===== src/hw/axil_defs.svh =====
`ifndef AXIL_DEFS_SVH
`define AXIL_DEFS_SVH

// Bus widths in bits
`define AXIL_ADDR_W 16
`define AXIL_DATA_W 32

// Storage depth in words and the matching index width
`define AXIL_MEM_DEPTH 256
`define AXIL_IDX_W 8

`endif


===== src/hw/axil_pkg.sv =====
`default_nettype none

`include "axil_defs.svh"

package axil_pkg;

    localparam logic [1:0] resp_okay = 2'd0;
    localparam logic [1:0] resp_decerr = 2'd3;

    typedef struct packed {
        logic [`AXIL_ADDR_W-1:0] addr;
    } aw_t;

    typedef struct packed {
        logic [`AXIL_DATA_W-1:0] data;
        logic [`AXIL_DATA_W/8-1:0] strb;
    } w_t;

    typedef struct packed {
        logic [1:0] resp;
    } b_t;

    typedef struct packed {
        logic [`AXIL_ADDR_W-1:0] addr;
    } ar_t;

    typedef struct packed {
        logic [`AXIL_DATA_W-1:0] data;
        logic [1:0] resp;
    } r_t;

    // One storage access chosen by decode
    typedef struct packed {
        logic valid;
        logic is_write;
        logic [`AXIL_IDX_W-1:0] index;
        logic [`AXIL_DATA_W-1:0] data;
        logic [`AXIL_DATA_W/8-1:0] strb;
        logic addr_err;
    } mem_op_t;

    // Whole word for reads, bytes for strobe merging
    typedef union packed {
        logic [`AXIL_DATA_W-1:0] word;
        logic [`AXIL_DATA_W/8-1:0][7:0] bytes;
    } mem_word_u;

endpackage

`default_nettype wire


===== src/hw/axil_mem_result.sv =====
`timescale 1ns/1ps
`default_nettype none

module axil_mem_result
(
    input  logic clk,
    input  logic arst_n,
    input  logic b_valid,
    input  axil_pkg::b_t b,
    input  logic r_valid,
    input  axil_pkg::r_t r,
    input  logic bready,
    input  logic rready,
    output logic bvalid,
    output axil_pkg::b_t b_out,
    output logic rvalid,
    output axil_pkg::r_t r_out,
    output logic b_busy,
    output logic r_busy
);

    // Decode never issues into a full slot, so a strobe always finds it empty
    always_ff @(posedge clk or negedge arst_n)
    begin
        if (!arst_n)
        begin
            bvalid <= 1'b0;
            rvalid <= 1'b0;
        end
        else
        begin
            if (b_valid)
            begin
                bvalid <= 1'b1;
            end
            else if (bready)
            begin
                bvalid <= 1'b0;
            end

            if (r_valid)
            begin
                rvalid <= 1'b1;
            end
            else if (rready)
            begin
                rvalid <= 1'b0;
            end
        end
    end

    always_ff @(posedge clk)
    begin
        if (b_valid)
        begin
            b_out <= b;
        end
        if (r_valid)
        begin
            r_out <= r;
        end
    end

    // Slot stays claimed until the response handshakes
    assign b_busy = bvalid;
    assign r_busy = rvalid;

endmodule

`default_nettype wire


===== config.mk =====
export PLATFORM = sky130hd
export DESIGN_NAME = axil_mem_result
export DESIGN_NICKNAME = d
export VERILOG_FILES = /design/src/hw/axil_pkg.sv /design/src/hw/axil_mem_result.sv
export VERILOG_INCLUDE_DIRS = /design/src /design/src/hw
export SDC_FILE = /design/constraint.sdc
export NUM_CORES = 1
export LEC_CHECK = 0
export BUFFER_PORTS_ARGS = -buffer_cell sky130_fd_sc_hd__buf_2
export CELL_PAD_IN_SITES_DETAIL_PLACEMENT = 1
export CELL_PAD_IN_SITES_GLOBAL_PLACEMENT = 1
export CORE_MARGIN = 2
export CORE_UTILIZATION = 31
export DETAILED_ROUTE_END_ITERATION = 8
export PLACE_DENSITY_LB_ADDON = 0.15
export SLEW_MARGIN = 20
export SYNTH_ARGS = -nofsm -noshare
export SYNTH_HDL_FRONTEND = slang
export SYNTH_SLANG_ARGS = --single-unit
export TNS_END_PERCENT = 10

===== constraint.sdc =====
create_clock -name clk -period 0.8 [get_ports clk]
set_input_delay 0.04 -clock clk [delete_from_list [all_inputs] [get_ports clk]]
set_output_delay 0.04 -clock clk [all_outputs]
set_load 0.01 [all_outputs]

==> flow_summary.toml, run 1 <==
[status]
status = "finished, violations left"
violations = "setup timing"

[final_layout]
areaGrowthSynthToFinish_pct = 82.8
fin_util = 0.588
num_antenna_cells = 0
seqCellArea_um2 = 1130
layout.cells.non_filler = 221
multi_input_area_um2 = 15.0
drive_gt1_frac = 0.526
fin_area_um2 = 2140
fill_cells = 388
nets = 214

[power]
powerDensity_nw_per_um2 = 1940
swShare = 0.211
power_switching_mw = 0.873
pwr-share-seq = 0.576
power.share.clock = 0.287
pwr-share-comb = 0.137
internal_power_mw = 3.27
peakVddDrop_mv = 0.987
p_leak_nw = 0.941

[cts]
cts_tree = "built"
clk_pin_slew_ns = 0.07
numCtsBuffers = 5
cts_root_buf = "clkbuf_8"
cts_num_sinks = 38
clockBufferDepth = 2
htree_num_levels = 2
cts_resized = 0
clk-insertion-delay-late_ns = 0.28

[placement]
dp_hpwl_um = 2000
placed_area_um2 = 1660
portBuffers = 81
pre_cts_ws_ns = 0.121
post-place-cells = 173
place_congestion = 0.718

[global_routing]
overflow = 0
use_met3 = 0.0479
grt_pass1_wl_um = 4540
grt_pass1_vias = 1014
grt_max_degree = 20
grt_use_met2 = 0.296
grt_use_total = 0.152
antenna_found_initial = 0
busiest_layer = "met2"
grtUsageMet1 = 0.135

[logic_synthesis]
syn_nets = 86
ys_types = 5
yosysSeqAreaShare = 0.968
ys_ff_latch = 38
syn_inst = 44
async_reset_ff_frac = 0.0526
synth_top_area_frac = 0.925
synthFlopType = "edfxtp_1"
synth_edf_count = 36
yosys.area.top_type = "edfxtp_1"
synth.avg_cell_area_um2 = 26.6
ys_warn_count = 0
synth_common_cells = "edfxtp_1 (36), a21o_1 (2), buf_4 (2), dfrtp_1 (2), inv_1 (2)"
yosysMostFrequentCell = "edfxtp_1"
synth_area_leaders = "edfxtp_1 (93%), dfrtp_1 (4.3%), a21o_1 (1.3%)"
synthesis.area_um2 = 1170

[sta]
tightestPinTransition_ns = 0.111
final-hold-violation-count = 0
finClkSkew_ns = 0
timing.final.crit_share = 1.09
relSlewSlack = 0.926
max_freq_ghz = 1.15
fin_crit_ns = 0.870
whs_ns = 0.0406
fin_ws_ns = -0.0700
grt_setup_unrepaired = "true"
maxSlewViolCount = 0
setup_violations = 41

[job]
cap_violations = 0

[floorplanning]
ios = 82
coreArea_um2 = 3630
start_util = 0.322
dieArea_um2 = 4280
die_w_um = 65.4
num_rows = 22
die_h_um = 65.4

[worst_setup_path]
arrival_ns = 0.83
crit_slowest_cell = "edfxtp_1"
startpoint_type = "register"
cp_cell_sequence = "buf_2"
path_delay_family = "flip-flops"
worst_ep_required_time_ns = 0.76
endpoint_kind = "output port"
path_buf_inv = 1
crit_type = "reg2out"
critPathMaxStageDelay_ns = 0.39
path_max_fanout = 1

[detailed_routing]
via_per_inst = 3.94
drc = 0
ant_nets = 0
wl_per_cell_um = 13.7
drt_iter0_markers = 12
vias = 871
drt-total-wl_um = 3020
dr.pass1.iters = 4

[worst_hold_path]
hold_path.class = "in2reg"
==> kinds of logic after synthesis <==
family,synth area share
DFF,0.968
buffers and inverters,0.0193
AOI/OAI and AO/OA,0.0128
==> state kept, by name, indices dropped and copies added (netlist names) <==
signal	cells
b_busy	1
b_out	2
r_out	34
r_busy	1
==> cell usage in the layout, fill, tap and decap left out <==
| cell | n |
|---|---|
| buf_2 | 81 |
| dlygate4sd3_1 | 38 |
| edfxtp_1 | 36 |
| clkbuf_8 | 5 |
| inv_1 | 2 |
| a21o_1 | 2 |
| dfrtp_1 | 2 |
| buf_12 | 2 |
| buf_4 | 2 |
| clkinv_1 | 1 |
| clkinv_2 | 1 |
| clkbuf_1 | 1 |
==> power groups by stage <==
stage	Clock (mW)	Sequential, mW	Combinational (mW)
finish	1.19	2.39	0.566
global route	1.31	2.40	0.611
CTS	1.23	2.39	0.560
detailed placement	0	2.43	0.417
global placement	0	2.43	0.405
floorplan	0	2.52	0.0204
==> worst paths after layout <==
path	start	end	slack, ns	cells after the start
worst max-delay path	r_out[27]	r_out[27]	-0.07	1
worst min-delay path	bready	b_busy	0.04	3
worst max register to register	b_busy	b_busy	-0.01	2
worst min register to register	r_busy	r_busy	0.61	2
max in group asynchronous	arst_n	r_busy	0.61	2
min in group asynchronous	arst_n	b_busy	0.10	2
==> metal layers <==
layer  share of wire  up-vias
li1                -      423
met1            0.33      398
met2            0.58       44
met3           0.075        6
met4           0.017        0
met5               0        -
==> what timing repair did <==
item                                    in CTS  in global routing
endpoints found under the setup margin      40                 40
buffers inserted                             0                  2
cloned                                       0                  0
hold endpoints to repair                    41                  0
hold buffers                                38                  0
==> metrics by stage <==
stage / TNS (ns) / power, mW
finish: -1.05 / 4.14
global route: -2.55 / 4.32
CTS: -1.57 / 4.17
detailed placement: 0 / 2.85
global placement: 0 / 2.83
floorplan: 0 / 2.54
==> area by class of cell <==
type                       instances  area share
sequential                        38       0.530
timing repair buffer             123       0.394
clock buffer                       6      0.0340
tap                               48      0.0281
multi-input combinational          2     0.00703
clock inverter                     2     0.00410
inverter                           2     0.00351
No activity file was read; power rests on OpenSTA's default activity.
==> run 2: changes to the inputs <==
--- a/config.mk
+++ b/config.mk
@@ -10,7 +10,7 @@
 export CELL_PAD_IN_SITES_DETAIL_PLACEMENT = 1
 export CELL_PAD_IN_SITES_GLOBAL_PLACEMENT = 1
 export CORE_MARGIN = 2
-export CORE_UTILIZATION = 31
+export CORE_UTILIZATION = 33
 export DETAILED_ROUTE_END_ITERATION = 8
 export PLACE_DENSITY_LB_ADDON = 0.15
 export SLEW_MARGIN = 20
==> constraint.sdc (replaced) <==
create_clock -name clk -period 1.1 [get_ports clk]
set_input_delay 0.055 -clock clk [delete_from_list [all_inputs] [get_ports clk]]
set_output_delay 0.055 -clock clk [all_outputs]
set_load 0.01 [all_outputs]
==> run 2 against run 1 <==
  * The run now ends clean
  * Clock skew is the same
  * Global-route usage increased by 0.45 points
  * Sequential cell count unchanged
  * Sequential share of layout area is 1.4 points higher
  * Hold slack got worse by 0.0060 ns
  * Combinational power down 29%
  * Clock power shrank 47%
  * First-iteration DRC count rose by 75%
  * Register-to-register slack improved by 0.41 ns
  * Power decreased by 33%
==> flow_summary.toml, run 2 (same netlist as run 1, synthesis figures left out) <==
[worst_setup_path]
startpoint = "r_busy"
crit_type = "reg2out"
arrival_ns = 0.88
critPathCapture = "r_busy"
worst_ep_required_time_ns = 1.04
crit_slowest_cell = "dfrtp_1"
path_max_fanout = 3
startpoint_type = "register"
cp.depth = 1
endpoint_kind = "output port"
r2r_setup_slack_ns = 0.40
critPathMaxStageDelay_ns = 0.41
cp_cell_sequence = "buf_2"
r2r_start = "b_busy"
path_delay_family = "flip-flops"
path_buf_inv = 1
r2r_cells = 1
reg2reg_to = "b_busy"

[floorplanning]
die_h_um = 63.5
start_util = 0.347
dieArea_um2 = 4030
coreArea_um2 = 3360
die_w_um = 63.5
ios = 82
num_rows = 21

[cts]
cts_num_sinks = 38
htree_num_levels = 2
clockBufferDepth = 2
cts_resized = 0
clk_pin_slew_ns = 0.09
cts_root_buf = "clkbuf_4"
clk-insertion-delay-late_ns = 0.32
numCtsBuffers = 5
cts_tree = "built"

[final_layout]
fin_util = 0.619
areaGrowthSynthToFinish_pct = 78.2
top_regs = "r_out (34), b_out (2)"
regMostFlops = "r_out"
largest_reg_flops = 34
final_common_cell = "buf_2"
nets = 213
drive_gt1_frac = 0.509
mostFrequentLayoutCells = "buf_2 (81), dlygate4sd3_1 (40), edfxtp_1 (36)"
num_antenna_cells = 0

[status]
status = "completed"

[global_routing]
grt_use_total = 0.156
overflow = 0
grt_pass1_vias = 918
grt_max_degree = 36
grt_pass1_wl_um = 4490
grtUsageMet1 = 0.160
use_met3 = 0.0696
busiest_layer = "met2"
grt_use_met2 = 0.270
antenna_found_initial = 0

[job]
cap_violations = 0

[detailed_routing]
ant_nets = 0
drt_iter0_markers = 21
drt-total-wl_um = 2980
dr.pass1.iters = 4
drc = 0
vias = 893
via_per_inst = 4.12
wl_per_cell_um = 13.7

[sta]
relSlewSlack = 0.878
timing.final.crit_share = 0.854
max_freq_ghz = 1.06
finClkSkew_ns = 0
maxSlewViolCount = 0
final-hold-violation-count = 0
whs_ns = 0.0346
fin_crit_ns = 0.940
tns_ns = 0
setup_violations = 0
grt_setup_unrepaired = "false"
tightestPinTransition_ns = 0.183

[power]
power.share.clock = 0.228
peakVddDrop_mv = 0.809
p_leak_nw = 0.914
pwr-share-comb = 0.145
powerDensity_nw_per_um2 = 1330
swShare = 0.214
power_switching_mw = 0.591
pwr-share-seq = 0.627
internal_power_mw = 2.17

[placement]
portBuffers = 81
place_congestion = 0.659

[worst_hold_path]
hold_path.class = "in2async"
[run 2: per-layer routing]
| metal | part of all wire | vias to the layer above | wire, um |
|---|---|---|---|
| li1 | - | 422 | - |
| met1 | 0.35 | 412 | 1050 |
| met2 | 0.53 | 53 | 1590 |
| met3 | 0.098 | 6 | 293 |
| met4 | 0.016 | 0 | 48 |
| met5 | 0 | - | 0 |
[run 2: worst min-delay path by stage]
stage / start / endpoint / slack, ns / depth (start not counted)
3_3_place_gp: arst_n / r_busy / -0.16 / 1
4_1_cts: arst_n / r_busy / 0.01 / 2
6_report: arst_n / r_busy / 0.03 / 2
3_5_place_dp: arst_n / r_busy / -0.15 / 1
2_1_floorplan: arst_n / b_busy / -0.24 / 0
5_1_grt: arst_n / b_busy / 0.003 / 2
[run 2: power groups by stage]
stage	Combinational (mW)	Clock, mW	Sequential [mW]
5_1_grt	0.431	0.728	1.74
3_3_place_gp	0.286	0	1.76
4_1_cts	0.398	0.662	1.74
3_5_place_dp	0.290	0	1.77
2_1_floorplan	0.0149	0	1.83
6_report	0.402	0.629	1.73
[run 2: cell type report]
cell class                 instances  area [um^2]
sequential                        38         1130
multi-input combinational          2         15.0
inverter                           2         7.51
timing repair buffer             122          826
tap                               46         57.6
fill                             356         1280
clock buffer                       7         45.0
[run 2: per-stage QoR]
stage / cell area, um^2 / power, mW / std cells / setup slack, ns
after floorplan: 1170 / 1.85 / 44 / 0.404
after global placement: 1640 / 2.05 / 170 / 0.422
after detailed placement: 1640 / 2.06 / 170 / 0.413
after CTS: 2080 / 2.80 / 217 / 0.137
after global routing: 2080 / 2.90 / 217 / 0.101
final: 2080 / 2.77 / 217 / 0.160
[run 2: repair_timing]
action                                  in CTS  in global routing
hold buffers                                40                  0
hold endpoints to repair                    42                  0
endpoints found under the setup margin       0                  0
setup buffers                                0                  0
