[src/hw/axil_defs.svh]
`ifndef AXIL_DEFS_SVH
`define AXIL_DEFS_SVH

// Bus widths in bits
`define AXIL_ADDR_W 16
`define AXIL_DATA_W 32

// Storage depth in words and the matching index width
`define AXIL_MEM_DEPTH 256
`define AXIL_IDX_W 8

`endif

[src/hw/axil_pkg.sv]
`default_nettype none

`include "axil_defs.svh"

package axil_pkg;

    localparam logic [1:0] resp_okay = 2'd0;
    localparam logic [1:0] resp_decerr = 2'd3;

    typedef struct packed {
        logic [`AXIL_ADDR_W-1:0] addr;
    } aw_t;

    typedef struct packed {
        logic [`AXIL_DATA_W-1:0] data;
        logic [`AXIL_DATA_W/8-1:0] strb;
    } w_t;

    typedef struct packed {
        logic [1:0] resp;
    } b_t;

    typedef struct packed {
        logic [`AXIL_ADDR_W-1:0] addr;
    } ar_t;

    typedef struct packed {
        logic [`AXIL_DATA_W-1:0] data;
        logic [1:0] resp;
    } r_t;

    // One storage access chosen by decode
    typedef struct packed {
        logic valid;
        logic is_write;
        logic [`AXIL_IDX_W-1:0] index;
        logic [`AXIL_DATA_W-1:0] data;
        logic [`AXIL_DATA_W/8-1:0] strb;
        logic addr_err;
    } mem_op_t;

    // Whole word for reads, bytes for strobe merging
    typedef union packed {
        logic [`AXIL_DATA_W-1:0] word;
        logic [`AXIL_DATA_W/8-1:0][7:0] bytes;
    } mem_word_u;

endpackage

`default_nettype wire

[src/hw/axil_reg_pipe.sv]
`timescale 1ns/1ps
`default_nettype none

module axil_reg_pipe
#(
    parameter int N_REG_STAGES = 2
)
(
    input  logic clk,
    input  logic arst_n,

    // Requester side
    input  logic src_awvalid,
    input  axil_pkg::aw_t src_aw,
    output logic src_awready,
    input  logic src_wvalid,
    input  axil_pkg::w_t src_w,
    output logic src_wready,
    input  logic src_arvalid,
    input  axil_pkg::ar_t src_ar,
    output logic src_arready,
    output logic src_bvalid,
    output axil_pkg::b_t src_b,
    input  logic src_bready,
    output logic src_rvalid,
    output axil_pkg::r_t src_r,
    input  logic src_rready,

    // Memory side
    output logic snk_awvalid,
    output axil_pkg::aw_t snk_aw,
    input  logic snk_awready,
    output logic snk_wvalid,
    output axil_pkg::w_t snk_w,
    input  logic snk_wready,
    output logic snk_arvalid,
    output axil_pkg::ar_t snk_ar,
    input  logic snk_arready,
    input  logic snk_bvalid,
    input  axil_pkg::b_t snk_b,
    output logic snk_bready,
    input  logic snk_rvalid,
    input  axil_pkg::r_t snk_r,
    output logic snk_rready
);

    // Index 0 faces the requester, index N_REG_STAGES faces the memory.
    // With zero stages both ends meet at index 0 and every channel is a wire.
    logic awvalid_s [N_REG_STAGES+1];
    logic awready_s [N_REG_STAGES+1];
    axil_pkg::aw_t aw_s [N_REG_STAGES+1];
    logic wvalid_s [N_REG_STAGES+1];
    logic wready_s [N_REG_STAGES+1];
    axil_pkg::w_t w_s [N_REG_STAGES+1];
    logic arvalid_s [N_REG_STAGES+1];
    logic arready_s [N_REG_STAGES+1];
    axil_pkg::ar_t ar_s [N_REG_STAGES+1];
    logic bvalid_s [N_REG_STAGES+1];
    logic bready_s [N_REG_STAGES+1];
    axil_pkg::b_t b_s [N_REG_STAGES+1];
    logic rvalid_s [N_REG_STAGES+1];
    logic rready_s [N_REG_STAGES+1];
    axil_pkg::r_t r_s [N_REG_STAGES+1];

    assign awvalid_s[0] = src_awvalid;
    assign aw_s[0] = src_aw;
    assign src_awready = awready_s[0];
    assign wvalid_s[0] = src_wvalid;
    assign w_s[0] = src_w;
    assign src_wready = wready_s[0];
    assign arvalid_s[0] = src_arvalid;
    assign ar_s[0] = src_ar;
    assign src_arready = arready_s[0];
    assign src_bvalid = bvalid_s[0];
    assign src_b = b_s[0];
    assign bready_s[0] = src_bready;
    assign src_rvalid = rvalid_s[0];
    assign src_r = r_s[0];
    assign rready_s[0] = src_rready;

    assign snk_awvalid = awvalid_s[N_REG_STAGES];
    assign snk_aw = aw_s[N_REG_STAGES];
    assign awready_s[N_REG_STAGES] = snk_awready;
    assign snk_wvalid = wvalid_s[N_REG_STAGES];
    assign snk_w = w_s[N_REG_STAGES];
    assign wready_s[N_REG_STAGES] = snk_wready;
    assign snk_arvalid = arvalid_s[N_REG_STAGES];
    assign snk_ar = ar_s[N_REG_STAGES];
    assign arready_s[N_REG_STAGES] = snk_arready;
    assign bvalid_s[N_REG_STAGES] = snk_bvalid;
    assign b_s[N_REG_STAGES] = snk_b;
    assign snk_bready = bready_s[N_REG_STAGES];
    assign rvalid_s[N_REG_STAGES] = snk_rvalid;
    assign r_s[N_REG_STAGES] = snk_r;
    assign snk_rready = rready_s[N_REG_STAGES];

    genvar s;
    generate
        for (s = 1; s <= N_REG_STAGES; s = s + 1)
        begin : stage
            // Requests move toward the memory
            axil_skid #(.N_DATA_BITS($bits(axil_pkg::aw_t))) aw_skid
            (
                .clk(clk), .arst_n(arst_n),
                .enable_from_src(awvalid_s[s-1]), .data_from_src(aw_s[s-1]),
                .ready_to_src(awready_s[s-1]),
                .enable_to_dst(awvalid_s[s]), .data_to_dst(aw_s[s]),
                .ready_from_dst(awready_s[s])
            );

            axil_skid #(.N_DATA_BITS($bits(axil_pkg::w_t))) w_skid
            (
                .clk(clk), .arst_n(arst_n),
                .enable_from_src(wvalid_s[s-1]), .data_from_src(w_s[s-1]),
                .ready_to_src(wready_s[s-1]),
                .enable_to_dst(wvalid_s[s]), .data_to_dst(w_s[s]),
                .ready_from_dst(wready_s[s])
            );

            axil_skid #(.N_DATA_BITS($bits(axil_pkg::ar_t))) ar_skid
            (
                .clk(clk), .arst_n(arst_n),
                .enable_from_src(arvalid_s[s-1]), .data_from_src(ar_s[s-1]),
                .ready_to_src(arready_s[s-1]),
                .enable_to_dst(arvalid_s[s]), .data_to_dst(ar_s[s]),
                .ready_from_dst(arready_s[s])
            );

            // Responses move back toward the requester
            axil_skid #(.N_DATA_BITS($bits(axil_pkg::b_t))) b_skid
            (
                .clk(clk), .arst_n(arst_n),
                .enable_from_src(bvalid_s[s]), .data_from_src(b_s[s]),
                .ready_to_src(bready_s[s]),
                .enable_to_dst(bvalid_s[s-1]), .data_to_dst(b_s[s-1]),
                .ready_from_dst(bready_s[s-1])
            );

            axil_skid #(.N_DATA_BITS($bits(axil_pkg::r_t))) r_skid
            (
                .clk(clk), .arst_n(arst_n),
                .enable_from_src(rvalid_s[s]), .data_from_src(r_s[s]),
                .ready_to_src(rready_s[s]),
                .enable_to_dst(rvalid_s[s-1]), .data_to_dst(r_s[s-1]),
                .ready_from_dst(rready_s[s-1])
            );
        end
    endgenerate

endmodule

`default_nettype wire

[src/hw/axil_skid.sv]
`timescale 1ns/1ps
`default_nettype none

module axil_skid
#(
    parameter int N_DATA_BITS = 8
)
(
    input  logic clk,
    input  logic arst_n,

    input  logic enable_from_src,
    input  logic [N_DATA_BITS-1:0] data_from_src,
    output logic ready_to_src,

    output logic enable_to_dst,
    output logic [N_DATA_BITS-1:0] data_to_dst,
    input  logic ready_from_dst
);

    logic skid_valid;
    logic [N_DATA_BITS-1:0] skid_data;
    logic src_xfer;
    logic main_free;

    // Ready is low whenever the skid slot holds data, so nothing arrives into a full skid
    assign src_xfer = enable_from_src & ready_to_src;

    // Main register is empty or hands its item on this cycle
    assign main_free = ~enable_to_dst | ready_from_dst;

    always_ff @(posedge clk or negedge arst_n)
    begin
        if (!arst_n)
        begin
            enable_to_dst <= 1'b0;
            skid_valid <= 1'b0;
            ready_to_src <= 1'b0;
        end
        else if (main_free)
        begin
            // A held skid item goes ahead of new source data
            enable_to_dst <= skid_valid | src_xfer;
            skid_valid <= 1'b0;
            ready_to_src <= 1'b1;
        end
        else
        begin
            // Destination stalled, absorb at most one more item
            skid_valid <= skid_valid | src_xfer;
            ready_to_src <= ~(skid_valid | src_xfer);
        end
    end

    always_ff @(posedge clk)
    begin
        if (main_free)
        begin
            data_to_dst <= skid_valid ? skid_data : data_from_src;
        end
        if (src_xfer && !main_free)
        begin
            skid_data <= data_from_src;
        end
    end

endmodule

`default_nettype wire
[config.mk]
export PLATFORM = sky130hd
export DESIGN_NAME = axil_reg_pipe
export DESIGN_NICKNAME = d
export VERILOG_FILES = /design/src/hw/axil_pkg.sv /design/src/hw/axil_reg_pipe.sv /design/src/hw/axil_skid.sv
export VERILOG_INCLUDE_DIRS = /design/src /design/src/hw
export SDC_FILE = /design/constraint.sdc
export NUM_CORES = 1
export LEC_CHECK = 0
export BUFFER_PORTS_ARGS = -buffer_cell sky130_fd_sc_hd__buf_2
export CAP_MARGIN = 25
export CORE_MARGIN = 2
export CORE_UTILIZATION = 25
export DETAILED_ROUTE_END_ITERATION = 10
export SKIP_CTS_REPAIR_TIMING = 1
export SLEW_MARGIN = 20
export SYNTH_ARGS = -nofsm -noshare
export SYNTH_HDL_FRONTEND = slang
export SYNTH_SLANG_ARGS = --single-unit
[constraint.sdc]
create_clock -name clk -period 5.05 [get_ports clk]
set_input_delay 0.2525 -clock clk [delete_from_list [all_inputs] [get_ports clk]]
set_output_delay 0.2525 -clock clk [all_outputs]
set_load 0.1 [all_outputs]
==> run summary <==
DR iter-0 viols: 426
cells after synthesis: 816
TNS Setup: 0 ns
status: complete, no violations
nets@finish: 1,240
CP startpoint: stage[1].r_skid.enable_to_dst$_DFFE_PN0P_
Max Slew Vio Count: 0
worst-margin pin slew: 1.04 ns
Worst EP required: 5.22 ns
Final WS setup: 2.86 ns
Area Growth Syn to Fin: 25.0%
R2R depth: 2
Final period util: 0.433
reg-to-reg critical path endpoint: stage[1].r_skid.skid_data[17]$_DFFE_PP_
register area share after synthesis: 0.761
end point of the critical path: stage[1].r_skid.skid_data[17]$_DFFE_PP_
total track usage: 0.0834
Core Region: 0.0687 sq mm
Post-synth EDFFs: 416
largest net degree at the start of global routing: 41
Final HPWL DP: 21.6 mm
via count: 7,778
crit path max fanout: 38
H-tree levels: 2
min Tclk post-route: 2.19 ns
initial antenna violation count: 7
Post-Place Setup Slack: 2.43 ns
Yosys top cell area share: 0.718
final setup fails: 0
syn nets: 932
Root Buffer: clkbuf_16
R2R setup slack: 2.86 ns
layout cells sized above 1: 0.466
Avg Inst Size Synth: 21.3 sq um
WS Path Type: flop to flop
drt first pass iters: 4
vias per inst: 3.71
vias in the first global route: 7,653
Arr. time, crit path: 2.36 ns
clock tree buffer depth: 3
Initial Util: 0.253
I/O Buffers: 229
cts bufs inserted: 49
gr ovfl total: 0
Ys Warns: 0
biggest area consumer among synthesized cells: edfxtp_1
Hold Vio Cnt, Final: 0
IO Pins: 230
Routed Antenna Nets: 0
Reg2Reg Launch Point: stage[1].r_skid.enable_to_dst$_DFFE_PN0P_
WL per Instance: 15.0 um
Pleak: 0.00805 uW
CP endpoint kind: flop
Worst-path clk slew: 0.06 ns
Seq cells post-synth: 446
# rows: 96
Die H: 268 um
Synth async-reset ratio: 0.0673
Cell Pwr Density: 572 mW/mm^2
RSZ-0062 raised after global routing: no
fill count: 6,669
Detailed Route WL: 31.4 mm
Worst slew margin: 0.308
ys flop type: edfxtp_1
CTS tree: built
Max Cap Violations: 0
drt drc: 0
Mapped Area: 0.0174 sq mm
most frequent cells after synthesis: 416 x edfxtp_1, 160 x mux2_4, 68 x buf_4
area of the die: 0.0717 sq mm
Critical Path Start Type: flop
first-pass GRT wire length: 45.6 mm
routability congestion estimate: 0.738
worst skew pair latency: 0.56 ns
f_max: 457 MHz
synth top area cells: edfxtp_1 72%, mux2_4 14%, dfrtp_1 4.3%
Sink Count: 446
most frequent cell after synthesis: edfxtp_1
Final Skew: 0.0293 ns
worst min-delay path class: primary input to flop
Synth cell types: 12
die width: 268 um
VDD IR max: 0.392 mV
-- layout make-up --
class | instances | area (sq um) | share of cell area
antenna | 2 | 5.00 | 0.000230
sequential | 446 | 13300 | 0.610
clock inverter | 17 | 171 | 0.00789
multi-input combinational | 278 | 3310 | 0.152
timing repair buffer | 349 | 2420 | 0.111
clock buffer | 72 | 1410 | 0.0650
tap | 931 | 1160 | 0.0536
-- worst max-delay path, cell delays in order (launching register included) --
cell      delay (ns)
dfrtp_1         0.35
nand2b_2        0.50
nor2_4          0.94
-- registers in the layout, indices dropped and copies added, names as in the netlist, 32 cells and up --
register,count
stage.ar_skid.skid_data,32
stage.w_skid.skid_data,72
stage.aw_skid.skid_data,32
stage.r_skid.data_to_dst,68
stage.ar_skid.data_to_dst,32
stage.r_skid.skid_data,68
stage.aw_skid.data_to_dst,32
stage.w_skid.data_to_dst,72
-- logic make-up after synthesis --
kind of cell    share of synthesized area
flops                               0.761
mux                                 0.169
buf+inv                            0.0509
simple gates                       0.0158
compound gates                    0.00288
-- cells in the final DEF (no fill, tap or decap), types with 14 or more instances in the layout --
cell,instances
nand2_1,20
dlygate4sd3_1,110
edfxtp_1,416
nor2_1,16
dfrtp_1,26
buf_2,229
clkbuf_1,14
mux2_4,160
clkbuf_16,50
mux2_2,48
-- worst min-delay path by stage --
stage | from | end | slack (ns) | cells after the start
finish | src_bready | stage[1].b_skid.skid_valid$_DFF_PN0_ | 0.1 | 3
global route | src_bready | stage[1].b_skid.enable_to_dst$_DFFE_PN0P_ | 0.11 | 3
CTS | arst_n | stage[1].b_skid.skid_valid$_DFF_PN0_ | -0.22 | 1
detailed placement | arst_n | stage[1].b_skid.enable_to_dst$_DFFE_PN0P_ | 0.41 | 1
global placement | arst_n | stage[1].b_skid.enable_to_dst$_DFFE_PN0P_ | 0.38 | 1
floorplan | arst_n | stage[1].ar_skid.enable_to_dst$_DFFE_PN0P_ | -0.04 | 0
-- power by group --
group | switching [uW] | total, uW | internal [uW] | leakage, uW
combinational | 2710 | 3590 | 882 | 0.00291
clock | 1410 | 3470 | 2050 | 0.000772
sequential | 393 | 5390 | 4990 | 0.00436
-- metal layers --
layer  track usage  wire length (um)
met3        0.0420              2840
met4        0.0246               634
met2         0.127             14200
met1         0.104             13700
met5             0                42
-- metrics by stage --
stage	utilization	cells	area (sq um)	total power [uW]	hold WS [ns]
2_1_floorplan	-	816	17400	8630	-0.0431
3_3_place_gp	0.275	1886	18900	8950	0.383
3_5_place_dp	0.275	1889	18900	8990	0.407
4_1_cts	0.298	1978	20500	12500	-0.217
5_1_grt	0.316	2094	21700	13000	0.108
6_report	0.316	2095	21700	12400	0.0982
(Power assumes the default switching activity.)
