### config.mk
export PLATFORM = sky130hd
export DESIGN_NAME = axil_mem_decode
export DESIGN_NICKNAME = d
export VERILOG_FILES = /design/src/hw/axil_pkg.sv /design/src/hw/axil_mem_decode.sv
export VERILOG_INCLUDE_DIRS = /design/src /design/src/hw
export SDC_FILE = /design/constraint.sdc
export NUM_CORES = 1
export LEC_CHECK = 0
export BUFFER_PORTS_ARGS = -buffer_cell sky130_fd_sc_hd__clkbuf_2
export CORE_MARGIN = 3
export CORE_UTILIZATION = 24
export CTS_BUF_LIST = sky130_fd_sc_hd__clkbuf_4 sky130_fd_sc_hd__clkbuf_8
export CTS_CLUSTER_SIZE = 16
export DETAILED_ROUTE_END_ITERATION = 12
export PLACE_DENSITY = 0.85
export SLEW_MARGIN = 5
export SYNTH_ARGS = -nofsm -noshare
export SYNTH_HDL_FRONTEND = slang
export SYNTH_SLANG_ARGS = --single-unit
### constraint.sdc
create_clock -name clk -period 2.95 [get_ports clk]
set_input_delay 0.295 -clock clk [delete_from_list [all_inputs] [get_ports clk]]
set_output_delay 0.295 -clock clk [all_outputs]
set_load 0.005 [all_outputs]
### src/hw/axil_defs.svh
`ifndef AXIL_DEFS_SVH
`define AXIL_DEFS_SVH

// Bus widths in bits
`define AXIL_ADDR_W 16
`define AXIL_DATA_W 32

// Storage depth in words and the matching index width
`define AXIL_MEM_DEPTH 256
`define AXIL_IDX_W 8

`endif

### src/hw/axil_pkg.sv
`default_nettype none

`include "axil_defs.svh"

package axil_pkg;

    localparam logic [1:0] resp_okay = 2'd0;
    localparam logic [1:0] resp_decerr = 2'd3;

    typedef struct packed {
        logic [`AXIL_ADDR_W-1:0] addr;
    } aw_t;

    typedef struct packed {
        logic [`AXIL_DATA_W-1:0] data;
        logic [`AXIL_DATA_W/8-1:0] strb;
    } w_t;

    typedef struct packed {
        logic [1:0] resp;
    } b_t;

    typedef struct packed {
        logic [`AXIL_ADDR_W-1:0] addr;
    } ar_t;

    typedef struct packed {
        logic [`AXIL_DATA_W-1:0] data;
        logic [1:0] resp;
    } r_t;

    // One storage access chosen by decode
    typedef struct packed {
        logic valid;
        logic is_write;
        logic [`AXIL_IDX_W-1:0] index;
        logic [`AXIL_DATA_W-1:0] data;
        logic [`AXIL_DATA_W/8-1:0] strb;
        logic addr_err;
    } mem_op_t;

    // Whole word for reads, bytes for strobe merging
    typedef union packed {
        logic [`AXIL_DATA_W-1:0] word;
        logic [`AXIL_DATA_W/8-1:0][7:0] bytes;
    } mem_word_u;

endpackage

`default_nettype wire

### src/hw/axil_mem_decode.sv
`timescale 1ns/1ps
`default_nettype none

`include "axil_defs.svh"

module axil_mem_decode
(
    input  logic clk,
    input  logic arst_n,
    input  logic awvalid,
    input  axil_pkg::aw_t aw,
    input  logic wvalid,
    input  axil_pkg::w_t w,
    input  logic arvalid,
    input  axil_pkg::ar_t ar,
    input  logic b_busy,
    input  logic r_busy,
    output logic awready,
    output logic wready,
    output logic arready,
    output axil_pkg::mem_op_t op
);

    logic wr_take;
    logic rd_take;
    logic wr_inflight;
    logic rd_inflight;
    logic [`AXIL_ADDR_W-1:0] addr;
    logic [`AXIL_ADDR_W-3:0] word_addr;

    // Last cycle's operation sits in execute and is not yet visible as busy
    assign wr_take = awvalid & wvalid & ~b_busy & ~wr_inflight;
    // Writes win when both kinds are ready
    assign rd_take = arvalid & ~r_busy & ~rd_inflight & ~wr_take;

    // AW and W are always taken together
    assign awready = wr_take;
    assign wready = wr_take;
    assign arready = rd_take;

    assign addr = wr_take ? aw.addr : ar.addr;
    assign word_addr = addr[`AXIL_ADDR_W-1:2];

    always_comb
    begin
        op.valid = wr_take | rd_take;
        op.is_write = wr_take;
        op.index = word_addr[`AXIL_IDX_W-1:0];
        op.data = w.data;
        op.strb = w.strb;
        // Beyond the array or not word aligned
        op.addr_err = (word_addr >= (`AXIL_ADDR_W-2)'(`AXIL_MEM_DEPTH)) || (addr[1:0] != 2'b00);
    end

    always_ff @(posedge clk or negedge arst_n)
    begin
        if (!arst_n)
        begin
            wr_inflight <= 1'b0;
            rd_inflight <= 1'b0;
        end
        else
        begin
            wr_inflight <= wr_take;
            rd_inflight <= rd_take;
        end
    end

endmodule

`default_nettype wire

==> impl_metrics.tcl, run 1 <==
set metrics [dict create \
    status "complete, no violations" \
    cts_buffers 3 \
    synth_mux_area_frac 0.1735 \
    drv_cap 0 \
    path_cells "and4bb_4, mux2_2, clkbuf_2" \
    worst_slew_pin_slew_ns 0.2852 \
    switching_share 0.2345 \
    final.fill_count 225 \
    synth_nets 134 \
    fin_crit_ns 1.787 \
    groute.usage.overall 0.08749 \
    synth_most_common_cell "buf_4" \
    yosysTopAreaCell "buf_4" \
    gp_congestion 0.5819 \
    die_area_sq_mm 0.002758 \
    p_per_area_mw_per_mm2 260.3 \
    place_worst_setup_slack_ns 1.327 \
    arrival_ns 1.49 \
    hold_class "in2reg" \
    cp.required_ns 2.65 \
    cts-root-buf "clkbuf_4" \
    clock.fmax_mhz 559.6 \
    n_antenna_cell 0 \
    routed_via_density 4.243 \
    r2r_start "rd_inflight" \
    yosys.cell_types.count 13 \
    start_util 0.2594 \
    path_max_fanout 16 \
    clkSlewWorstSetupHoldPaths_ns 0.03 \
    die-width_um 52.52 \
    cts.sinks 2 \
    p_clk_frac 0.414 \
    endpoint_kind "primary output" \
    setup_viol 0 \
    critical_path.slowest_cell "and4bb_4" \
    grt_pass1_wl_um 1745 \
    period_share 0.6057 \
    ys_seq_area_frac 0.09639 \
    drv_slew 0 \
    switchingPower_uw 33.53 \
    die_h_um 52.52 \
    ctsHoldBuffers 1 \
    cts_resized 0 \
    portBuffers 52 \
    skew_ns 0.001982 \
    overflow 0 \
    core_area_sq_mm 0.002002 \
    postCtsSetupBuffers 0 \
    hold_viol 0 \
    p_leak_nw 0.3110 \
    path_class "reg2out" \
    synth_top_area_frac 0.5494 \
    synthTopCellsByCount "38 x buf_4, 8 x mux2_2, 2 x dfrtp_1, 2 x nor4_1" \
    yosys_warnings 0 \
    fin_tns_setup_ns 0 \
    antenna_found_initial 0 \
    cts_tree "done" \
    drc_errors 0 \
    synth.area.top_cells "buf_4 55%, mux2_2 17%, dfrtp_1 9.6%, and4bb_4 3.1%, nor4_1 2.4%" \
    synth_top_family_by_area "buffers and inverters" \
    htreeDepth 1 \
    dr.pass1.iters 3 \
    synth_compound_area_frac 0.01205 \
    grt_max_degree 17 \
    seq_power_share 0.205 \
    area.growth.synth_to_final_pct 5.783 \
    start_kind "register" \
    postRouteAntennaNets 0 \
    async_flop_share 1.000 \
    max_slew_margin 0.8081 \
    drt_iter0_drc 1 \
    wirelength_um 1368 \
    comb_power_share 0.381 \
    rsz0062_at_grt "false" \
    synth-edff-count 0 \
    ir_worst_vdd_mv 0.08423 \
    nets 153 \
    startpoint "wr_inflight" \
    synth_xor_area_frac 0 \
    synthSimpleGateAreaFrac 0.1470 \
    min-delay-start "r_busy" \
    drive_above_1_share 0.8816 \
    top_level_ports 125 \
    synthCells 59 \
    clockBufferDepth 2 \
    max_stage_delay_ns 0.44 \
    insertion_delay_ns 0.22 \
    synth.cell_area_sq_um 519.2 \
    synthAdderAreaFrac 0 \
    fin_ws_ns 1.163 \
    core.rowCount 16 \
    syn_avg_cell_area_sq_um 8.801 \
    num_vias 437 \
    internal_power_uw 109.5 \
    synth_flop_cell "dfrtp_1" \
    first_global_vias 454 \
    ys_seq_elements 2 \
    wire_per_inst_um 13.28 \
]
## final cells by class
cell class	instances	area (sq um)	share of cell area
repair buffers	53	270.3	0.4920
multi-input cells	18	172.7	0.3144
flip-flops and latches	2	50.05	0.09112
well taps	27	33.78	0.06150
clock buffers	3	22.52	0.04100
## path summary, 6_finish.rpt
kind | to | slack (ns) | depth (start not counted)
min in group asynchronous | rd_inflight | 0.41 | 2
worst min register to register | rd_inflight | 0.53 | 2
worst max-delay path | op[43] | 1.16 | 3
max in group asynchronous | wr_inflight | 2.44 | 2
worst max register to register | rd_inflight | 1.91 | 2
worst min-delay path | rd_inflight | 0.35 | 3
## per-stage QoR
stage	hold WS, ns	power [mW]	cell area [sq um]	std cells	util
4_1_cts	0.3418	0.1492	549.3	103	0.2744
6_report	0.3520	0.1430	549.3	103	0.2744
5_1_grt	0.3499	0.1558	549.3	103	0.2744
3_5_place_dp	0.08409	0.08376	516.7	99	0.2581
3_3_place_gp	0.07967	0.08154	516.7	99	0.2581
2_1_floorplan	-0.0005911	0.08896	519.2	59	-
## power by group through the flow
stage	registers (mW)	clock network [mW]	logic, mW
2_1_floorplan	0.0294	0	0.0596
4_1_cts	0.0294	0.0644	0.0554
6_report	0.0293	0.0592	0.0544
5_1_grt	0.0294	0.0665	0.0599
3_3_place_gp	0.0295	0	0.0521
3_5_place_dp	0.0297	0	0.0541
## cells in the final DEF (no fill, tap or decap)
cell	count
a31oi_1	1
or3b_2	1
nand2b_1	1
dlygate4sd3_1	1
nor4_1	2
clkbuf_4	3
or4_1	1
nor2_1	1
mux2_2	8
dfrtp_1	2
nor3_2	1
and4bb_4	1
or4_4	1
clkbuf_2	52
## worst max-delay path, delay by kind of cell, from the launching register on
family / cells / cell delay [ns]
muxes: 1 / 0.37
DFF: 1 / 0.35
buffers and inverters: 1 / 0.12
and+or+nand+nor: 1 / 0.44
## cell families after synthesis
| logic type | count (synthesis) |
|---|---|
| flip-flops | 2 |
| AND/OR/NAND/NOR | 9 |
| multiplexers | 8 |
| buffers and inverters | 39 |
| AO/OA/AOI/OAI | 1 |
## state kept, by name, summed over array words and instances (netlist names)
register / flops
rd_inflight: 1
wr_inflight: 1
## layer usage
layer	track usage	share of wire
met3	0.03419	0.16
met4	0.1319	0.054
met5	0	0
met2	0.1508	0.55
met1	0.05584	0.24
No activity file was read; power rests on OpenSTA's default activity.
==> run 2, diff against run 1 <==
- CORE_UTILIZATION: 24 -> 23
- PLACE_DENSITY: 0.85 -> 0.82
- clock period: 2.95 -> 1.8 ns (I/O delays scaled with it)
==> run 2 against run 1 <==
Clock skew up 0.0025 ns. Wire length up 5.2%. Sequential power up 63%. Count of clock-buffer cells in the layout unchanged. Register-to-register slack worse by 1.2 ns. Cell count unchanged. First-iteration DRC count down 100%. Critical path type unchanged. Largest power group unchanged.
==> impl_metrics.tcl, run 2 (same netlist as run 1, synthesis figures left out) <==
set metrics [dict create \
    status "complete, no violations" \
    overflow 0 \
    drive_above_1_share 0.8816 \
    fin_crit_ns 1.657 \
    critical_path.slowest_cell "and4bb_4" \
    portBuffers 52 \
    die_h_um 53.52 \
    setup_viol 0 \
    drt_iter0_drc 0 \
    p_per_area_mw_per_mm2 429.9 \
    cts.sinks 2 \
    grt_pass1_wl_um 1787 \
    die_area_sq_mm 0.002864 \
    skew_ns 0.004517 \
    first_global_vias 435 \
    mostFrequentLayoutCells "52 x clkbuf_2, 8 x mux2_2, 3 x clkbuf_4, 2 x nor4_1, 2 x dfrtp_1" \
    n_antenna_cell 0 \
    path_max_fanout 16 \
    final_util 0.2690 \
    switchingPower_uw 56.53 \
    postRouteAntennaNets 0 \
    period_share 0.9206 \
    seq_power_share 0.202 \
    wirelength_um 1439 \
    grt_max_degree 17 \
    cts-root-buf "clkbuf_4" \
    top_level_ports 125 \
    drv_cap 0 \
    area.growth.synth_to_final_pct 5.783 \
    routed_via_density 4.282 \
    path_class "reg2out" \
    max_slew_margin 0.8366 \
    comb_power_share 0.386 \
    hold_viol 0 \
    groute.usage.overall 0.08550 \
    worst_slew_pin_slew_ns 0.2429 \
    drv_slew 0 \
    worst-path-buf-inv 1 \
    core.rowCount 16 \
    num_vias 441 \
    start_util 0.2543 \
    cts_tree "done" \
    core_area_sq_mm 0.002042 \
    cts_buffers 3 \
    switching_share 0.2394 \
    rsz0062_at_grt "false" \
    internal_power_uw 179.6 \
    wire_per_inst_um 13.97 \
    dr.pass1.iters 1 \
    final.fill_count 229 \
    gp_congestion 0.5948 \
    htreeDepth 1 \
    clock.fmax_mhz 603.5 \
    cts_resized 0 \
    postCtsSetupBuffers 0 \
    p_leak_nw 0.3110 \
    clockBufferDepth 2 \
    hold_class "in2reg" \
    layout_commonest_cell "clkbuf_2" \
    drc_errors 0 \
    start_kind "register" \
    nets 153 \
    path_cells "and4bb_4, mux2_2, clkbuf_2" \
    p_clk_frac 0.411 \
    fin_tns_setup_ns 0 \
    endpoint_kind "primary output" \
    cp.required_ns 1.62 \
    total_power_uw 236.1 \
    insertion_delay_ns 0.22 \
    die-width_um 53.52 \
    crit_family "simple AND/OR/NAND/NOR gates" \
    clkSlewWorstSetupHoldPaths_ns 0.03 \
    ir_worst_vdd_mv 0.1525 \
    arrival_ns 1.48 \
    antenna_found_initial 0 \
    whs_ns 0.2423 \
    top_regs "rd_inflight: 1 flops, wr_inflight: 1 flops" \
    max_stage_delay_ns 0.44 \
]
run 2: cell counts in the layout (fill, tap and decap cells not counted):
Identical to the previous run, type by type.
run 2: power by group through the flow:
stage                     Clock, mW  Combinational [mW]  Sequential [mW]
after detailed placement          0              0.0911           0.0484
final                        0.0971              0.0912           0.0478
after global placement            0              0.0899           0.0482
after floorplan                   0              0.0976           0.0482
after global routing          0.105               0.101           0.0480
after CTS                     0.101              0.0934           0.0479
run 2: final timing paths:
check | from | endpoint | slack (ns) | cells after the start
min | r_busy | rd_inflight | 0.24 | 3
max reg2reg | rd_inflight | rd_inflight | 0.76 | 2
min in group asynchronous | arst_n | rd_inflight | 0.28 | 2
max | wr_inflight | op[41] | 0.14 | 3
min reg2reg | rd_inflight | rd_inflight | 0.52 | 2
max in group asynchronous | arst_n | wr_inflight | 1.41 | 2
run 2: repair_timing:
item / 4_1_cts / 5_1_grt
endpoints found under the hold margin: 2 / 0
endpoints found under the setup margin: 0 / 0
hold buffers: 1 / 0
run 2: through the flow:
step / setup slack (ns) / std cells / cell area (sq um)
2_1_floorplan: 0.4813 / 59 / 519.2
3_3_place_gp: 0.3944 / 99 / 516.7
4_1_cts: 0.1293 / 103 / 549.3
6_report: 0.1430 / 103 / 549.3
5_1_grt: 0.09316 / 103 / 549.3
3_5_place_dp: 0.3617 / 99 / 516.7
run 2: cell type report:
| type | instances | area (sq um) | share of cell area |
|---|---|---|---|
| Multi-Input combinational cell | 18 | 172.7 | 0.3144 |
| Sequential cell | 2 | 50.05 | 0.09112 |
| Clock buffer | 3 | 22.52 | 0.04100 |
| Tap cell | 27 | 33.78 | 0.06150 |
| Timing Repair Buffer | 53 | 270.3 | 0.4920 |
run 2: layer usage:
metal  wire length [um]  GRT usage  share of wire  vias to the layer above
met5                  0          0              0                        -
met4                 24    0.05106          0.017                        0
met3                197    0.03099           0.14                        8
met2                809     0.1694           0.56                       52
met1                407    0.06965           0.28                      187
li1                   -          -              -                      194
run 2: worst reg2reg max path, stage by stage, from the launching register on:
cell and delay [ns]:
dfrtp_1 0.34, or3b_2 0.46, nor2_1 0.15
==> run 3, diff against run 2 <==
- CORE_UTILIZATION: 23 -> 24
- PLACE_DENSITY: 0.82 -> 0.94
- clock period: 1.8 -> 2 ns (I/O delays scaled with it)
==> run 3 against run 2 <==
Utilization grew 0.54 points. Non-clock buffer count is the same. Largest cell class unchanged. First-iteration DRC count grew 9. Design area unchanged. Combinational power down 13%. Clock power shrank 11%. Clock skew is 0.0021 ns lower. Global-route usage is 0.099 points lower. Wire length decreased by 15%. Total power is 12% lower.
==> impl_metrics.tcl, run 3 (same netlist as run 1, synthesis figures left out) <==
set metrics [dict create \
    die_h_um 52.52 \
    final.fill_count 230 \
    cts_buffers 3 \
    reg2regPathDepth 2 \
    fin_area_sq_um 549.3 \
    p_leak_nw 0.3110 \
    clock.fmax_mhz 597.0 \
    start_kind "register" \
    n_antenna_cell 0 \
    endpoint_kind "primary output" \
    hold_viol 0 \
    grt_pass1_wl_um 1731 \
    worst-path-buf-inv 1 \
    insertion_delay_ns 0.22 \
    gp_congestion 0.6862 \
    first_global_vias 408 \
    start_util 0.2594 \
    hold_class "in2reg" \
    routed_via_density 4.078 \
    r2r_start "rd_inflight" \
    cts.sinks 2 \
    cts_tree "done" \
    crit_family "simple AND/OR/NAND/NOR gates" \
    post_dp_cell_area_sq_um 516.7 \
    top_level_ports 125 \
    groute.usage.overall 0.08451 \
    path_class "reg2out" \
    min_to "rd_inflight" \
    path_max_fanout 16 \
    overflow 0 \
    fin_tns_setup_ns 0 \
    drv_slew 0 \
    grt_max_degree 17 \
    top_regs "rd_inflight: 1 flops, wr_inflight: 1 flops" \
    postRouteAntennaNets 0 \
    drv_cap 0 \
    core_area_sq_mm 0.002002 \
    r2r_setup_slack_ns 0.97 \
    antenna_found_initial 0 \
    drive_above_1_share 0.8816 \
    skew_ns 0.002436 \
    max_slew_margin 0.8170 \
    status "complete, no violations" \
    core.rowCount 16 \
    cp.required_ns 1.80 \
    nets 153 \
    drt_iter0_drc 9 \
    portBuffers 52 \
    wirelength_um 1225 \
    wire_per_inst_um 11.89 \
    min-delay-start "r_busy" \
    p_per_area_mw_per_mm2 379.8 \
    die-width_um 52.52 \
    htreeDepth 1 \
    setup_viol 0 \
    drc_errors 0 \
    die_area_sq_mm 0.002758 \
    ir_worst_vdd_mv 0.2338 \
    cts-root-buf "clkbuf_4" \
    num_vias 420 \
    dr.pass1.iters 4 \
    clockBufferDepth 2 \
    critical_path.slowest_cell "and4bb_4" \
    holdPathStages 3 \
    layout_commonest_cell "clkbuf_2" \
    area.growth.synth_to_final_pct 5.783 \
    dp_hpwl_um 1119 \
    worst_slew_pin_slew_ns 0.2720 \
    arrival_ns 1.48 \
    mostFrequentLayoutCells "52 x clkbuf_2, 8 x mux2_2, 3 x clkbuf_4, 2 x nor4_1, 2 x dfrtp_1" \
    path_cells "and4bb_4, mux2_2, clkbuf_2" \
    rsz0062_at_grt "false" \
    period_share 0.8376 \
    clkSlewWorstSetupHoldPaths_ns 0.03 \
    fin_crit_ns 1.675 \
    max_stage_delay_ns 0.43 \
    regToRegEndpoint "rd_inflight" \
]
run 3: timing repair:
action,in CTS,in global routing
hold buffers,1,0
setup buffers,0,0
gates resized for setup,0,0
hold endpoints to repair,2,0
run 3: area by class of cell:
cell class | count | area [sq um] | area share
Multi-Input combinational cell | 18 | 172.7 | 0.3144
Clock buffer | 3 | 22.52 | 0.04100
Sequential cell | 2 | 50.05 | 0.09112
Timing Repair Buffer | 53 | 270.3 | 0.4920
Tap cell | 27 | 33.78 | 0.06150
run 3: worst min-delay path: cells and delay by family:
kind	cells	cell delay, ns
buffers and inverters	1	0.07
and+or+nand+nor	2	0.16
run 3: how the worst max path moves through the flow:
stage | cells past startpoint | endpoint | slack (ns) | from
final | 3 | op[42] | 0.32 | wr_inflight
after global routing | 3 | op[41] | 0.25 | wr_inflight
after CTS | 3 | op[42] | 0.30 | wr_inflight
after detailed placement | 3 | op[42] | 0.54 | wr_inflight
after global placement | 3 | op[42] | 0.55 | wr_inflight
after floorplan | 3 | op[40] | 0.66 | wr_inflight
run 3: power by group:
group          internal, mW  switching (mW)
Sequential           0.0427        0.000351
Clock                0.0659          0.0201
Combinational        0.0527          0.0269
run 3: per-stage QoR:
step	hold WS (ns)	utilization	total power [mW]	setup WS, ns	std cells
final	0.2565	0.2744	0.2086	0.3249	103
after detailed placement	-0.01348	0.2581	0.1225	0.5371	99
after global placement	-0.01330	0.2581	0.1220	0.5515	99
after floorplan	-0.09559	-	0.1312	0.6613	59
after global routing	0.2642	0.2744	0.2307	0.2462	103
after CTS	0.2553	0.2744	0.2138	0.3028	103
run 3: metal layers:
layer / vias up / GRT usage / wire (um)
met5: - / 0 / 0
met4: 0 / 0.04681 / 27
met3: 8 / 0.06268 / 292
met2: 52 / 0.1364 / 578
met1: 163 / 0.07601 / 328
li1: 197 / - / -
